[config.mk]
export PLATFORM = sky130hd
export DESIGN_NAME = sdram_controller
export DESIGN_NICKNAME = d
export VERILOG_FILES = /design/src/source/sdram_pkg.sv /design/src/source/sdram_cycle_sequencer.sv /design/src/source/sdram_init_sequencer.sv /design/src/source/sdram_access_engine.sv /design/src/source/sdram_command_encoder.sv /design/src/source/sdram_controller.sv
export SDC_FILE = /design/constraint.sdc
export NUM_CORES = 1
export LEC_CHECK = 0
export BUFFER_PORTS_ARGS = -buffer_cell sky130_fd_sc_hd__buf_2
export CAP_MARGIN = 15
export CORE_MARGIN = 4
export CORE_UTILIZATION = 50
export DETAILED_ROUTE_END_ITERATION = 8
export PLACE_DENSITY = 0.94
export SYNTH_ARGS = -nofsm -noshare
export SYNTH_HDL_FRONTEND = slang
export SYNTH_SLANG_ARGS = --single-unit
[constraint.sdc]
create_clock -name fpga_clk -period 3.4 [get_ports fpga_clk]
set_input_delay 0.51 -clock fpga_clk [delete_from_list [all_inputs] [get_ports fpga_clk]]
set_output_delay 0.51 -clock fpga_clk [all_outputs]
set_load 0.01 [all_outputs]
[src/source/sdram_pkg.sv]
/* sdram controller shared definitions
   geometry, timing constants, command and step encodings, pin and request structs */

package sdram_pkg;

	// ------------------------------
	// geometry and timing
	// ------------------------------
	localparam int data_w = 16;	// sdram word width
	localparam int row_w = 13;	// A12-A0 carry the row
	localparam int col_w = 9;	// 512 columns per row
	localparam int bank_w = 2;	// four banks

	localparam int burst_len = 8;	// words per write burst, must stay at 4 or more
	localparam int read_words = 4;	// read bursts are fixed at four words
	localparam int cas_latency = 2;
	localparam int rascas_delay = 2;	// steps from ACTIVE to READ or WRITE

	// power-up countdown, one count per access cycle
	localparam int init_count = 31;
	localparam int init_precharge_at = 13;
	localparam int init_mode_at = 2;

	// full page burst, sequential, cas latency, burst mode writes, standard operation
	localparam logic [row_w-1:0] mode_word = {3'b000, 1'b0, 2'b00, 3'(cas_latency), 1'b0, 3'b111};

	// ------------------------------
	// cycle steps
	// ------------------------------
	// every step of the 16 step cycle has a name so the counter can walk through the enum
	typedef enum logic [3:0] {
		step_first = 4'd0,	// waits here for clkref low
		step_cmd_start = 4'd1,	// new command starts, ACTIVE or AUTO REFRESH
		step_rcd = 4'd2,
		step_cmd_cont = 4'(1 + rascas_delay),	// READ or WRITE once tRCD has passed
		step_burst = 4'd4,	// held here by freeze during long write bursts
		step_cas1 = 4'd5,
		step_cas2 = 4'd6,
		step_read1 = 4'd7,	// first read word is sampled at the end of this step
		step_read2 = 4'd8,
		step_read3 = 4'd9,	// PRECHARGE closes the row here
		step_read4 = 4'd10,
		step_rd_done = 4'd11,
		step_tail1 = 4'd12,
		step_tail2 = 4'd13,
		step_tail3 = 4'd14,
		step_last = 4'd15	// waits here for clkref high
	} cycle_step_e;

	// command bits in the order cs, ras, cas, we
	typedef enum logic [3:0] {
		cmd_inhibit = 4'b1111,
		cmd_active = 4'b0011,
		cmd_read = 4'b0101,
		cmd_write = 4'b0100,
		cmd_burst_terminate = 4'b0110,
		cmd_precharge = 4'b0010,
		cmd_auto_refresh = 4'b0001,
		cmd_load_mode = 4'b0000
	} sdram_cmd_e;

	// ------------------------------
	// bundles
	// ------------------------------
	typedef struct packed {
		sdram_cmd_e cmd;	// drives cs, ras, cas, we in that order
		logic [bank_w-1:0] bank;
		logic [row_w-1:0] addr;
		logic [1:0] dqm;	// high masks the byte
	} sdram_pins_t;

	typedef struct packed {
		logic we;	// write request, wins over oe
		logic oe;	// read request
		logic [1:0] mask;	// byte mask for all words of a write burst
		logic [bank_w-1:0] bank;
		logic [row_w-1:0] row;
		logic [col_w-1:0] col;	// first column of the burst
	} mem_req_t;

endpackage

[src/source/sdram_cycle_sequencer.sv]
/* access cycle sequencer
   16 step counter aligned to clkref, held by freeze during long write bursts */

module sdram_cycle_sequencer (
	input logic fpga_clk,
	input logic rst_n,
	input logic clkref,	// reference clock the cycle lines up with
	input logic freeze,	// holds the step while a write burst runs
	output sdram_pkg::cycle_step_e step
);
	import sdram_pkg::*;

	// the two ends of the cycle wait on clkref so that a cycle passes step_last
	// only right after clkref has risen
	// freeze wins over everything, but it is only ever raised in step_burst

	always_ff @(posedge fpga_clk or negedge rst_n) begin
		if (!rst_n) begin
			step <= step_first;
		end else if (!freeze) begin
			if (step == step_last) begin
				if (clkref)	// leave only once clkref is high
					step <= step_first;
			end else if (step == step_first) begin
				if (!clkref)	// and start the next cycle on its low phase
					step <= step_cmd_start;
			end else begin
				step <= cycle_step_e'(step + 4'd1);	// plain one clock per step
			end
		end
	end

	// the middle steps never wait, so ACTIVE to READ or WRITE spacing is
	// fixed at rascas_delay clocks and the read sample points are fixed too
	// freeze is the only way to stretch the cycle, and that is done in step_burst
	// where the sdram is busy taking write words and needs no new command

endmodule

[src/source/sdram_init_sequencer.sv]
/* sdram power-up sequencer
   counts down over access cycles, issues PRECHARGE ALL then LOAD MODE, flags ready */

module sdram_init_sequencer (
	input logic fpga_clk,
	input logic rst_n,
	input sdram_pkg::cycle_step_e step,
	output logic init_busy,	// high until the countdown is done
	output sdram_pkg::sdram_cmd_e init_cmd,
	output logic sdram_ready
);
	import sdram_pkg::*;

	logic [4:0] countdown;	// one count per access cycle
	logic in_last_d;	// step was step_last in the previous clock

	// ------------------------------
	// countdown
	// ------------------------------
	// step_last can last several clocks while waiting on clkref, so only its first clock counts
	always_ff @(posedge fpga_clk or negedge rst_n) begin
		if (!rst_n) begin
			countdown <= 5'(init_count);
			in_last_d <= 1'b0;
			sdram_ready <= 1'b0;
		end else begin
			in_last_d <= (step == step_last);
			if ((step == step_last) && !in_last_d && (countdown != 5'd0))
				countdown <= countdown - 5'd1;
			sdram_ready <= (countdown == 5'd0);	// one clock behind the countdown
		end
	end

	assign init_busy = (countdown != 5'd0);

	// ------------------------------
	// init commands
	// ------------------------------
	// the encoder adds A10 for the precharge and mode_word for the mode load
	always_comb begin
		init_cmd = cmd_inhibit;	// nop for all other counts
		if (step == step_cmd_start) begin
			if (countdown == 5'(init_precharge_at))
				init_cmd = cmd_precharge;	// closes all banks
			else if (countdown == 5'(init_mode_at))
				init_cmd = cmd_load_mode;
		end
	end

endmodule

[src/source/sdram_access_engine.sv]
/* access engine
   takes one request per cycle, runs write and read bursts, drives the user strobes */

module sdram_access_engine (
	input logic fpga_clk,
	input logic rst_n,
	input sdram_pkg::cycle_step_e step,
	input logic init_busy,
	input sdram_pkg::mem_req_t req,	// held by the user until cmd_ack
	input logic [sdram_pkg::data_w-1:0] data_from_sdram,
	output sdram_pkg::mem_req_t active_req,	// request of the running cycle
	output logic write_phase,	// write words are on the bus
	output logic burst_end,	// one clock after the last write word
	output logic freeze,
	output logic cmd_ack,
	output logic input_ready,
	output logic output_ready,
	output logic [sdram_pkg::data_w-1:0] dout
);
	import sdram_pkg::*;

	mem_req_t taken;	// request as seen in step_cmd_start
	mem_req_t held_req;	// latched copy for the rest of the cycle
	logic [col_w-1:0] col_cnt;	// word index inside the write burst
	logic rd_capture;	// a read word is on data_from_sdram this clock

	// ------------------------------
	// request intake
	// ------------------------------
	always_comb begin
		taken = req;
		taken.oe = req.oe & ~req.we;	// a write wins over a read
		if (init_busy) begin
			taken.we = 1'b0;	// nothing is taken before the sdram is set up
			taken.oe = 1'b0;
		end
	end

	// the live request is shown in step_cmd_start so ACTIVE goes out in that same step
	assign active_req = (step == step_cmd_start) ? taken : held_req;
	assign cmd_ack = (step == step_cmd_start) && (taken.we || taken.oe);	// idle cycles never ack

	// ------------------------------
	// write burst
	// ------------------------------
	// write_phase opens in step_rcd so it is high in the clock that carries WRITE
	// freeze parks the sequencer in step_burst for burst_len - 3 clocks, which
	// together with steps 3, 4 and 5 gives exactly burst_len words
	always_ff @(posedge fpga_clk or negedge rst_n) begin
		if (!rst_n) begin
			held_req <= '0;
			write_phase <= 1'b0;
			burst_end <= 1'b0;
			freeze <= 1'b0;
			col_cnt <= '0;
		end else begin
			if (step == step_cmd_start)
				held_req <= taken;	// idle cycles latch we and oe low

			burst_end <= write_phase && (col_cnt == col_w'(burst_len - 1));

			if (held_req.we && (step == step_rcd)) begin
				write_phase <= 1'b1;
				col_cnt <= '0;	// word 0 goes with the WRITE command
			end else if (write_phase) begin
				col_cnt <= col_cnt + 1'b1;
				if (col_cnt == col_w'(burst_len - 1))
					write_phase <= 1'b0;	// last word has been sent
			end

			if (write_phase && (step == step_cmd_cont))
				freeze <= 1'b1;	// sequencer stops once it reaches step_burst
			else if (freeze && (col_cnt == col_w'(burst_len - 3)))
				freeze <= 1'b0;
		end
	end

	assign input_ready = write_phase;	// the user hands over din while words are sent

	// ------------------------------
	// read burst
	// ------------------------------
	// word k is sampled at the end of step_read1 + k
	assign rd_capture = held_req.oe && (step >= step_read1) && (step < step_read1 + read_words);

	always_ff @(posedge fpga_clk or negedge rst_n) begin
		if (!rst_n)
			output_ready <= 1'b0;
		else
			output_ready <= rd_capture;	// one clock behind, while dout holds the word
	end

	always_ff @(posedge fpga_clk) begin
		if (rd_capture)
			dout <= data_from_sdram;
	end

endmodule

[src/source/sdram_command_encoder.sv]
/* sdram command encoder
   builds command, bank, address and byte mask from the step, the access and the init state */

module sdram_command_encoder (
	input sdram_pkg::cycle_step_e step,
	input logic init_busy,
	input sdram_pkg::sdram_cmd_e init_cmd,
	input sdram_pkg::mem_req_t active_req,
	input logic write_phase,
	input logic burst_end,
	input logic [sdram_pkg::data_w-1:0] din,
	output sdram_pkg::sdram_pins_t sd_pins,
	output logic [sdram_pkg::data_w-1:0] data_to_sdram
);
	import sdram_pkg::*;

	logic is_access;	// the running cycle reads or writes

	assign is_access = active_req.we || active_req.oe;

	// ------------------------------
	// pin mux
	// ------------------------------
	always_comb begin
		sd_pins.cmd = cmd_inhibit;
		sd_pins.bank = '0;
		sd_pins.addr = '0;
		sd_pins.dqm = 2'b00;

		if (init_busy) begin
			sd_pins.cmd = init_cmd;	// mostly inhibit during power-up
			if (init_cmd == cmd_precharge)
				sd_pins.addr[10] = 1'b1;	// A10 high selects all banks
			else if (init_cmd == cmd_load_mode)
				sd_pins.addr = mode_word;
		end else begin
			sd_pins.bank = active_req.bank;
			if (write_phase)
				sd_pins.dqm = active_req.mask;	// same mask for every word of the burst

			if (burst_end) begin
				// stops the full page burst, the row stays open until step_read3
				sd_pins.cmd = cmd_burst_terminate;
			end else begin
				case (step)
					step_cmd_start: begin
						if (is_access) begin
							sd_pins.cmd = cmd_active;
							sd_pins.addr = active_req.row;
						end else begin
							sd_pins.cmd = cmd_auto_refresh;	// all banks are closed here
						end
					end
					step_cmd_cont: begin
						// A10 stays low, no auto precharge on full page bursts
						sd_pins.addr = {{(row_w - col_w){1'b0}}, active_req.col};
						if (active_req.we)
							sd_pins.cmd = cmd_write;
						else if (active_req.oe)
							sd_pins.cmd = cmd_read;
					end
					step_read3: begin
						if (is_access)
							sd_pins.cmd = cmd_precharge;	// closes this bank only
					end
					default: begin
						sd_pins.cmd = cmd_inhibit;
					end
				endcase
			end
		end
	end

	assign data_to_sdram = din;	// the user times din with input_ready

endmodule

[src/source/sdram_controller.sv]
/* sdram controller top level
   ties the cycle sequencer, init sequencer, access engine and command encoder together */

module sdram_controller (
	input logic fpga_clk,
	input logic rst_n,
	input logic clkref,
	input sdram_pkg::mem_req_t req,
	input logic [sdram_pkg::data_w-1:0] din,
	input logic [sdram_pkg::data_w-1:0] data_from_sdram,
	output sdram_pkg::sdram_pins_t sd_pins,
	output logic [sdram_pkg::data_w-1:0] data_to_sdram,
	output logic [sdram_pkg::data_w-1:0] dout,
	output logic cmd_ack,
	output logic input_ready,
	output logic output_ready,
	output logic sdram_ready
);
	import sdram_pkg::*;

	cycle_step_e step;
	logic freeze;
	logic init_busy;
	sdram_cmd_e init_cmd;
	mem_req_t active_req;
	logic write_phase;
	logic burst_end;

	// ------------------------------
	// timing
	// ------------------------------
	sdram_cycle_sequencer u_cycle (
		.fpga_clk(fpga_clk),
		.rst_n(rst_n),
		.clkref(clkref),
		.freeze(freeze),
		.step(step)
	);

	sdram_init_sequencer u_init (
		.fpga_clk(fpga_clk),
		.rst_n(rst_n),
		.step(step),
		.init_busy(init_busy),
		.init_cmd(init_cmd),
		.sdram_ready(sdram_ready)
	);

	// ------------------------------
	// access and pins
	// ------------------------------
	sdram_access_engine u_engine (
		.fpga_clk(fpga_clk),
		.rst_n(rst_n),
		.step(step),
		.init_busy(init_busy),
		.req(req),
		.data_from_sdram(data_from_sdram),
		.active_req(active_req),
		.write_phase(write_phase),
		.burst_end(burst_end),
		.freeze(freeze),
		.cmd_ack(cmd_ack),
		.input_ready(input_ready),
		.output_ready(output_ready),
		.dout(dout)
	);

	sdram_command_encoder u_encoder (
		.step(step),
		.init_busy(init_busy),
		.init_cmd(init_cmd),
		.active_req(active_req),
		.write_phase(write_phase),
		.burst_end(burst_end),
		.din(din),
		.sd_pins(sd_pins),
		.data_to_sdram(data_to_sdram)
	);

endmodule

==> results of run 1 <==
-- cell usage in the layout (no fill, tap or decap), drive strengths merged, types with 5 or more instances in the layout --
cell type   n
buf        90
dfrtp      36
nand2      17
nor2       17
edfxtp     16
inv        13
mux2       13
ha         10
clkbuf     10
nor3       10
a21oi       8
o21ai       8
nand4       7
and3        6
a32oi       5
mux2i       5
o211ai      5
xnor2       5
dfstp       5
-- routing by layer --
metal  global-route usage  up-vias  part of all wire  wire length (um)
met4              0.09211        0             0.034               229
met1               0.2284     1090              0.38              2565
met2               0.3278      117              0.51              3506
met5                    0        -                 0                 0
li1                     -     1047                 -                 -
met3              0.07009       28             0.076               518
-- flip-flops by register name, indices dropped and copies added (netlist names) --
| signal | flops |
|---|---|
| u_engine.dout | 16 |
| u_engine.output_ready | 1 |
| u_init.sdram_ready | 1 |
| u_init.countdown | 5 |
| u_engine.held_req | 17 |
| u_cycle.step | 4 |
| u_engine.input_ready | 1 |
| u_init.in_last_d | 1 |
| u_engine.col_cnt | 9 |
| u_engine.freeze | 1 |
| u_engine.burst_end | 1 |
-- worst max path at each step --
stage / endpoint / slack (ps) / cells after the start
detailed placement: sd_pins[1] / 550 / 7
finish: sd_pins[1] / 220 / 7
global placement: sd_pins[0] / 680 / 7
global route: sd_pins[1] / 50 / 7
CTS: sd_pins[1] / 180 / 7
floorplan: sd_pins[5] / 1130 / 7
-- cell type report --
type                            instances  area [um^2]
Clock inverter                          6        67.56
Multi-Input combinational cell        158         1152
Fill cell                             396         2107
Tap cell                               72        90.09
Clock buffer                           10        137.6
Inverter                               13        48.80
Timing Repair Buffer                   90        457.9
Sequential cell                        57         1513
-- stage by stage --
stage | power (mW) | hold WS, ps | setup WS, ps | util
2_1_floorplan | 1.694 | 214.4 | 1131 | -
3_3_place_gp | 1.907 | 468.1 | 679.2 | 0.5847
3_5_place_dp | 1.976 | 484.4 | 552.2 | 0.5847
4_1_cts | 2.620 | 325.5 | 179.6 | 0.6215
5_1_grt | 2.782 | 316.9 | 49.08 | 0.6220
6_report | 2.615 | 295.6 | 220.0 | 0.6220
-- power by group through the flow --
stage	clock network [mW]	logic, mW	registers, mW
floorplan	0	0.667	1.03
finish	0.630	0.897	1.09
detailed placement	0	0.880	1.10
CTS	0.642	0.895	1.08
global placement	0	0.830	1.08
global route	0.685	0.982	1.11
-- cell families (layout without fill, tap and decap cells) --
family                     Yosys count  in the layout  share of synthesized area
AOI/OAI and AO/OA                   44             44                     0.1068
xor gates and xnor gates             9              9                    0.02725
adders and majority gates           10             10                    0.04325
buffers and inverters               40            119                    0.08175
DFF                                 57             57                     0.5229
muxes                               18             18                    0.06791
and+or+nand+nor                     77             77                     0.1501
-- critical path, stage by stage (launching register included) --
cell and delay, ps:
dfrtp_1 420, inv_1 100, ha_1 250, nor3b_4 620, buf_4 320, mux2_2 360, nor2b_1 130, buf_2 140
==> flow_metrics.env, run 1 <==
export IMPL_ys_flop_type="dfrtp_1"
export IMPL_grt_max_degree=42
export IMPL_yosys_warnings=0
export IMPL_synth_edff_count=16
export IMPL_slew_viol_final=0
export IMPL_yosysUniqueCellTypes=51
export IMPL_die_h_um=84.06
export IMPL_start_util=0.5190
export IMPL_dpl_hpwl_um=5065
export IMPL_rsz0062_at_grt="no"
export IMPL_drv_cap=0
export IMPL_start_kind="flop"
export IMPL_drcViolationCount=0
export IMPL_dieArea_um2=7066
export IMPL_final_cells=406
export IMPL_netlist_area_leader_share=0.3114
export IMPL_fin_crit_ps=3180
export IMPL_tightest_slew_ps=895.4
export IMPL_antenna_found_initial=0
export IMPL_num_rows=27
export IMPL_drt_iter0_drc=223
export IMPL_reg2reg_slack_ps=1220
export IMPL_reg2reg_from="u_cycle.step[1]$_DFFE_PN0P_"
export IMPL_ir_worst_vdd_mv=0.4269
export IMPL_p_sw_frac=0.3565
export IMPL_async_reset_ff_frac=0.7193
export IMPL_setup_viol=0
export IMPL_outcome="complete, no violations"
export IMPL_path_clk_slew_ps=70
export IMPL_htreeDepth=3
export IMPL_grt_remaining_overflow=0
export IMPL_grt_pass1_vias=2190
export IMPL_r2r_cells=5
export IMPL_cp_startpoint="u_cycle.step[1]$_DFFE_PN0P_"
export IMPL_fmax_mhz=314.5
export IMPL_leakage_nw=1.594
export IMPL_wl_um=6819
export IMPL_clock_latency_ps=340
export IMPL_postLayoutCellArea_um2=3467
export IMPL_synth_cells=255
export IMPL_io_buffers=87
export IMPL_cts_tree="done"
export IMPL_vias=2282
export IMPL_worst_clock_skew_ps=10.81
export IMPL_powerDensity_nw_per_um2=754.2
export IMPL_firstDrtPassIters=5
export IMPL_endpoint_kind="primary output"
export IMPL_synth_seq_cells=57
export IMPL_drtAntennaViolNets=0
export IMPL_p_clk_frac=0.241
export IMPL_netlist_area_um2=2893
export IMPL_die_x_um=84.06
export IMPL_critPathArrivalTime_ps=2670
export IMPL_via_per_inst=5.621
export IMPL_drive_gt1_frac=0.4012
export IMPL_p_comb_frac=0.343
export IMPL_grt_pass1_wl_um=10940
export IMPL_hp_class="in -> async"
export IMPL_layout_nets=402
export IMPL_ctsHoldBuffers=0
export IMPL_synth_common_cells="36 x dfrtp_1, 17 x buf_4, 16 x edfxtp_1, 16 x nand2_1, 15 x nor2_1"
export IMPL_cts_root_buf="clkbuf_8"
export IMPL_clk_path_buf_depth=2
export IMPL_ctsResizeCount=0
export IMPL_post_cts_buffers=0
export IMPL_area_delta_synth_final_pct=19.85
export IMPL_reg2reg_to="u_engine.held_req[24]$_DFF_PN0_"
export IMPL_power_frac_seq=0.416
export IMPL_hold_viol_final=0
export IMPL_tns_ps=0
export IMPL_finalWeightedCongestion=0.8439
export IMPL_syn_avg_cell_area_um2=11.34
export IMPL_synthTopCellsByArea="dfrtp_1 31%, edfxtp_1 17%, mux2_2 5.1%"
export IMPL_critical_path_class="reg -> out"
export IMPL_cts_sinks=57
export IMPL_critPathRequiredTime_ps=2890
export IMPL_io_pins=120
export IMPL_slew_headroom=0.4031
export IMPL_post_route_period_util=0.9353
export IMPL_wl_per_cell_um=16.80
export IMPL_cp_max_fo=15
export IMPL_placed_cells=390
export IMPL_place_area_um2=3259
export IMPL_cts_buffers=9
export IMPL_yosysMostFrequentCell="dfrtp_1"
export IMPL_antennaDiodeCount=0
export IMPL_ys_seq_area_frac=0.5229
export IMPL_power_switching_mw=0.9323
export IMPL_syn_nets=328
export IMPL_core_um2=5574
export IMPL_cellInternalPower_mw=1.683
export IMPL_yosysTopAreaCell="dfrtp_1"
export IMPL_grtUsageTotal=0.1982
No activity file was read; power rests on OpenSTA's default activity.
==> run 2: changes to the inputs <==
Settings changed: CORE_UTILIZATION 50 to 31, PLACE_DENSITY 0.94 to 0.67.
==> flow_metrics.env, run 2 (synthesis results as in run 1) <==
export IMPL_outcome="complete, no violations"
export IMPL_grt_pass1_wl_um=10770
export IMPL_start_util=0.3254
export IMPL_wl_per_cell_um=15.00
export IMPL_core_um2=8891
export IMPL_endpoint_kind="primary output"
export IMPL_vias=2162
export IMPL_slew_viol_final=0
export IMPL_path_clk_slew_ps=60
export IMPL_wl_um=6643
export IMPL_ir_worst_vdd_mv=0.3002
export IMPL_via_per_inst=4.880
export IMPL_grt_max_degree=42
export IMPL_area_delta_synth_final_pct=22.84
export IMPL_num_rows=34
export IMPL_die_h_um=104.6
export IMPL_dpl_hpwl_um=5002
export IMPL_clk_path_buf_depth=2
export IMPL_critPathRequiredTime_ps=2890
export IMPL_dieArea_um2=10940
export IMPL_use_met2=0.2016
export IMPL_cts_sinks=57
export IMPL_clock_latency_ps=330
export IMPL_cts_root_buf="clkbuf_8"
export IMPL_drcViolationCount=0
export IMPL_antennaDiodeCount=0
export IMPL_top_regs="u_engine.held_req: 17 flops, u_engine.dout: 16 flops, u_engine.col_cnt: 9 flops"
export IMPL_rsz0062_at_grt="no"
export IMPL_powerDensity_nw_per_um2=765.5
export IMPL_drive_gt1_frac=0.3970
export IMPL_ctsHoldBuffers=0
export IMPL_regMostFlops="u_engine.held_req"
export IMPL_tns_ps=0
export IMPL_post_route_period_util=0.9173
export IMPL_io_pins=120
export IMPL_fin_ws_ps=281.1
export IMPL_largest_register_ffs=17
export IMPL_start_kind="flop"
export IMPL_place_ws_ps=631.1
export IMPL_cts_tree="done"
export IMPL_critPathArrivalTime_ps=2610
export IMPL_final_cell_mix="87 x buf_2, 36 x dfrtp_1, 16 x nand2_1, 16 x edfxtp_1, 15 x nor2_1"
export IMPL_grt_pass1_vias=2143
export IMPL_die_x_um=104.6
export IMPL_antenna_found_initial=0
export IMPL_ctsResizeCount=0
export IMPL_hold_viol_final=0
export IMPL_setup_viol=0
export IMPL_use_met1=0.1403
export IMPL_hp_class="in -> async"
export IMPL_drv_cap=0
export IMPL_slew_headroom=0.3992
export IMPL_leakage_nw=1.612
export IMPL_layout_nets=403
export IMPL_cts_buffers=9
export IMPL_top_usage_layer="met2"
export IMPL_cp_max_fo=16
export IMPL_io_buffers=87
export IMPL_finalWeightedCongestion=0.7491
export IMPL_grtUsageTotal=0.1217
export IMPL_tightest_slew_ps=901.2
export IMPL_final_common_cell="buf_2"
export IMPL_fmax_mhz=320.6
export IMPL_use_met3=0.05117
export IMPL_drt_iter0_drc=83
export IMPL_htreeDepth=3
export IMPL_post_cts_buffers=0
export IMPL_firstDrtPassIters=4
export IMPL_drtAntennaViolNets=0
export IMPL_fin_crit_ps=3119
export IMPL_grt_remaining_overflow=0
export IMPL_worst_clock_skew_ps=7.314
export IMPL_critical_path_class="reg -> out"
## run 2: per-layer routing
layer  up-vias  share of wire  routed length [um]
met1      1026           0.42                2777
li1       1055              -                   -
met5         -              0                   0
met2        69           0.49                3283
met4         0          0.015                 102
met3        12          0.072                 480
## run 2: worst max-delay path, stage by stage, from the launching register on
cell and delay (ps):
dfrtp_1 420, inv_1 100, ha_1 240, nor3b_4 590, buf_4 350, mux2i_1 270
o211ai_1 140, buf_2 160
## run 2: layout make-up
class | count | area [um^2]
clock buffers | 9 | 123.9
clock inverters | 7 | 117.6
fillers | 857 | 5338
inverters | 13 | 48.80
multi-input cells | 158 | 1150
flip-flops and latches | 57 | 1513
well taps | 108 | 135.1
repair buffers | 91 | 465.4
## run 2: path summary, 6_finish.rpt
check | end | cells past startpoint | start | slack (ps)
max in group asynchronous | u_engine.held_req[26]$_DFF_PN0_ | 1 | rst_n | 2530
hold reg to reg | u_engine.held_req[0]$_DFF_PN0_ | 2 | u_engine.held_req[0]$_DFF_PN0_ | 490
setup reg to reg | u_engine.held_req[1]$_DFF_PN0_ | 6 | u_cycle.step[1]$_DFFE_PN0P_ | 1240
setup / recovery | sd_pins[7] | 7 | u_cycle.step[1]$_DFFE_PN0P_ | 280
hold / removal | u_engine.held_req[0]$_DFF_PN0_ | 1 | rst_n | 300
min in group fpga_clk | u_engine.dout[12]$_DFFE_PP_ | 1 | data_from_sdram[12] | 350
## run 2: where the power goes
| group | internal [mW] | switching [mW] | total (mW) |
|---|---|---|---|
| logic | 0.412 | 0.460 | 0.873 |
| clock network | 0.486 | 0.275 | 0.761 |
| registers | 0.910 | 0.176 | 1.09 |
## run 2: stage by stage
| step | total power [mW] | util | instances | hold slack (ps) | instance area, um^2 |
|---|---|---|---|---|---|
| finish | 2.720 | 0.3997 | 443 | 304.5 | 3553 |
| floorplan | 1.694 | - | 255 | 214.4 | 2893 |
| global placement | 1.937 | 0.3725 | 427 | 469.2 | 3312 |
| global route | 2.894 | 0.3997 | 443 | 323.8 | 3553 |
| CTS | 2.750 | 0.3997 | 443 | 333.3 | 3553 |
| detailed placement | 1.977 | 0.3725 | 427 | 470.2 | 3312 |
==> run 3: changes to the inputs <==
Settings changed: PLACE_DENSITY 0.67 to 0.69.
Clock period 3.4 ns to 2.6 ns, I/O delays scaled along.
==> flow_metrics.env, run 3 (synthesis results as in run 1) <==
export IMPL_slew_viol_final=0
export IMPL_ir_worst_vdd_mv=0.3337
export IMPL_start_kind="flop"
export IMPL_largest_register_ffs=17
export IMPL_layout_nets=421
export IMPL_leakage_nw=1.742
export IMPL_cp_max_fo=4
export IMPL_clock_latency_ps=340
export IMPL_area_delta_synth_final_pct=32.18
export IMPL_num_rows=34
export IMPL_place_ws_ps=152.5
export IMPL_grtUsageTotal=0.1218
export IMPL_drtAntennaViolNets=0
export IMPL_endpoint_kind="primary output"
export IMPL_drv_cap=0
export IMPL_io_buffers=87
export IMPL_hp_class="in -> async"
export IMPL_cts_tree="done"
export IMPL_outcome="complete, but fails checks"
export IMPL_place_area_um2=3354
export IMPL_drcViolationCount=0
export IMPL_whs_ps=180.9
export IMPL_dieArea_um2=10940
export IMPL_post_route_period_util=1.004
export IMPL_final_cell_mix="86 x buf_2, 33 x dfrtp_1, 17 x buf_4, 16 x nand2_1, 16 x edfxtp_1"
export IMPL_finalWeightedCongestion=0.7539
export IMPL_cellInternalPower_mw=2.450
export IMPL_via_per_inst=4.907
export IMPL_final_util=0.4301
export IMPL_power_switching_mw=1.264
export IMPL_path_clk_slew_ps=70
export IMPL_wl_per_cell_um=14.76
export IMPL_core_um2=8891
export IMPL_tightest_slew_ps=918.7
export IMPL_p_sw_frac=0.3403
export IMPL_critPathRequiredTime_ps=2210
export IMPL_setup_viol=1
export IMPL_cts_sinks=57
export IMPL_cts_root_buf="clkbuf_8"
export IMPL_reg2reg_to="u_init.countdown[4]$_DFFE_PN1P_"
export IMPL_fin_ws_ps=-9.974
export IMPL_drt_iter0_drc=90
export IMPL_slew_headroom=0.3875
export IMPL_die_x_um=104.6
export IMPL_io_pins=120
export IMPL_powerDensity_nw_per_um2=971.1
export IMPL_grt_pass1_wl_um=10860
export IMPL_reg2reg_slack_ps=470
export IMPL_antenna_found_initial=0
export IMPL_reg2reg_from="u_init.countdown[1]$_DFFE_PN1P_"
export IMPL_fmax_mhz=383.1
export IMPL_hold_viol_final=0
export IMPL_top_regs="u_engine.held_req: 17 flops, u_engine.dout: 16 flops, u_engine.col_cnt: 9 flops"
export IMPL_die_h_um=104.6
export IMPL_critPathArrivalTime_ps=2220
export IMPL_grt_remaining_overflow=0
export IMPL_grt_pass1_vias=2282
export IMPL_postLayoutCellArea_um2=3824
export IMPL_fin_crit_ps=2610
export IMPL_power_frac_seq=0.386
export IMPL_start_util=0.3254
export IMPL_p_comb_frac=0.371
export IMPL_critical_path_class="reg -> out"
export IMPL_antennaDiodeCount=0
export IMPL_dpl_hpwl_um=4784
export IMPL_worst_clock_skew_ps=8.052
export IMPL_cts_buffers=9
export IMPL_r2r_cells=8
export IMPL_rsz0062_at_grt="yes"
export IMPL_p_clk_frac=0.243
export IMPL_firstDrtPassIters=4
export IMPL_final_common_cell="buf_2"
export IMPL_drive_gt1_frac=0.4788
export IMPL_vias=2262
export IMPL_clk_path_buf_depth=2
export IMPL_wl_um=6806
export IMPL_htreeDepth=3
export IMPL_regMostFlops="u_engine.held_req"
export IMPL_violations="setup timing"
export IMPL_grt_max_degree=42
run 3: changes by cell type in the layout (fill, tap and decap cells not counted), moves of 4 or more:
| cell | delta |
|---|---|
| buf_6 | +4 |
| mux2_2 | -5 |
| buf_4 | +13 |
| inv_1 | -4 |
| mux2_4 | +5 |
run 3: cell type report:
| type | instances | area (um^2) |
|---|---|---|
| Clock inverter | 7 | 95.09 |
| Fill cell | 812 | 5067 |
| Inverter | 13 | 52.55 |
| Clock buffer | 9 | 123.9 |
| Timing Repair Buffer | 109 | 648.1 |
| Tap cell | 108 | 135.1 |
| Multi-Input combinational cell | 158 | 1252 |
| Sequential cell | 57 | 1516 |
run 3: stage by stage:
stage | power, mW | setup TNS, ps | instances
after global routing | 3.946 | -597.5 | 461
after detailed placement | 2.588 | 0 | 431
after CTS | 3.601 | -0.2474 | 454
after global placement | 2.538 | 0 | 431
after floorplan | 2.216 | 0 | 255
final | 3.713 | -9.974 | 461
run 3: worst max-delay path: stages, from the launching register on:
cell and delay (ps):
dfrtp_1 410, inv_2 90, ha_4 130, nor3b_4 340, clkbuf_16 210, buf_4 150
mux2i_2 250, o211ai_1 150, buf_2 160
run 3: metal layers:
| layer | wire [um] | GRT usage | part of all wire | up-vias |
|---|---|---|---|---|
| met4 | 161 | 0.06748 | 0.024 | 0 |
| met1 | 2787 | 0.1358 | 0.41 | 1093 |
| met3 | 403 | 0.03391 | 0.059 | 15 |
| li1 | - | - | - | 1086 |
| met5 | 0 | 0 | 0 | - |
| met2 | 3453 | 0.2103 | 0.51 | 68 |
run 3: how the worst max path moves through the flow:
stage                                         start     endpoint  depth (start not counted)  slack [ps]
global placement    u_init.countdown[0]$_DFFE_PN1P_   sd_pins[3]                          8         280
detailed placement  u_init.countdown[0]$_DFFE_PN1P_   sd_pins[4]                          8         150
floorplan           u_init.countdown[0]$_DFFE_PN1P_   sd_pins[5]                          7         450
global route            u_cycle.step[1]$_DFFE_PN0P_   sd_pins[7]                          8        -100
finish                  u_cycle.step[1]$_DFFE_PN0P_   sd_pins[7]                          8         -10
CTS                 u_init.countdown[1]$_DFFE_PN1P_  sd_pins[11]                          7        -0.2
run 3: power groups by stage:
stage | Clock [mW] | Sequential [mW] | Combinational, mW
floorplan | 0 | 1.34 | 0.872
global placement | 0 | 1.41 | 1.12
detailed placement | 0 | 1.43 | 1.16
CTS | 0.931 | 1.41 | 1.26
global route | 0.959 | 1.47 | 1.52
finish | 0.903 | 1.43 | 1.38
run 3: what timing repair did:
| item | CTS | global route |
|---|---|---|
| pin swaps | 3 | 12 |
| resized for setup | 11 | 23 |
| cloned | 1 | 1 |
| hold endpoints to repair | 0 | 0 |
| setup endpoints to repair | 19 | 19 |
| hold buffers | 0 | 0 |
| buffers inserted | 6 | 7 |
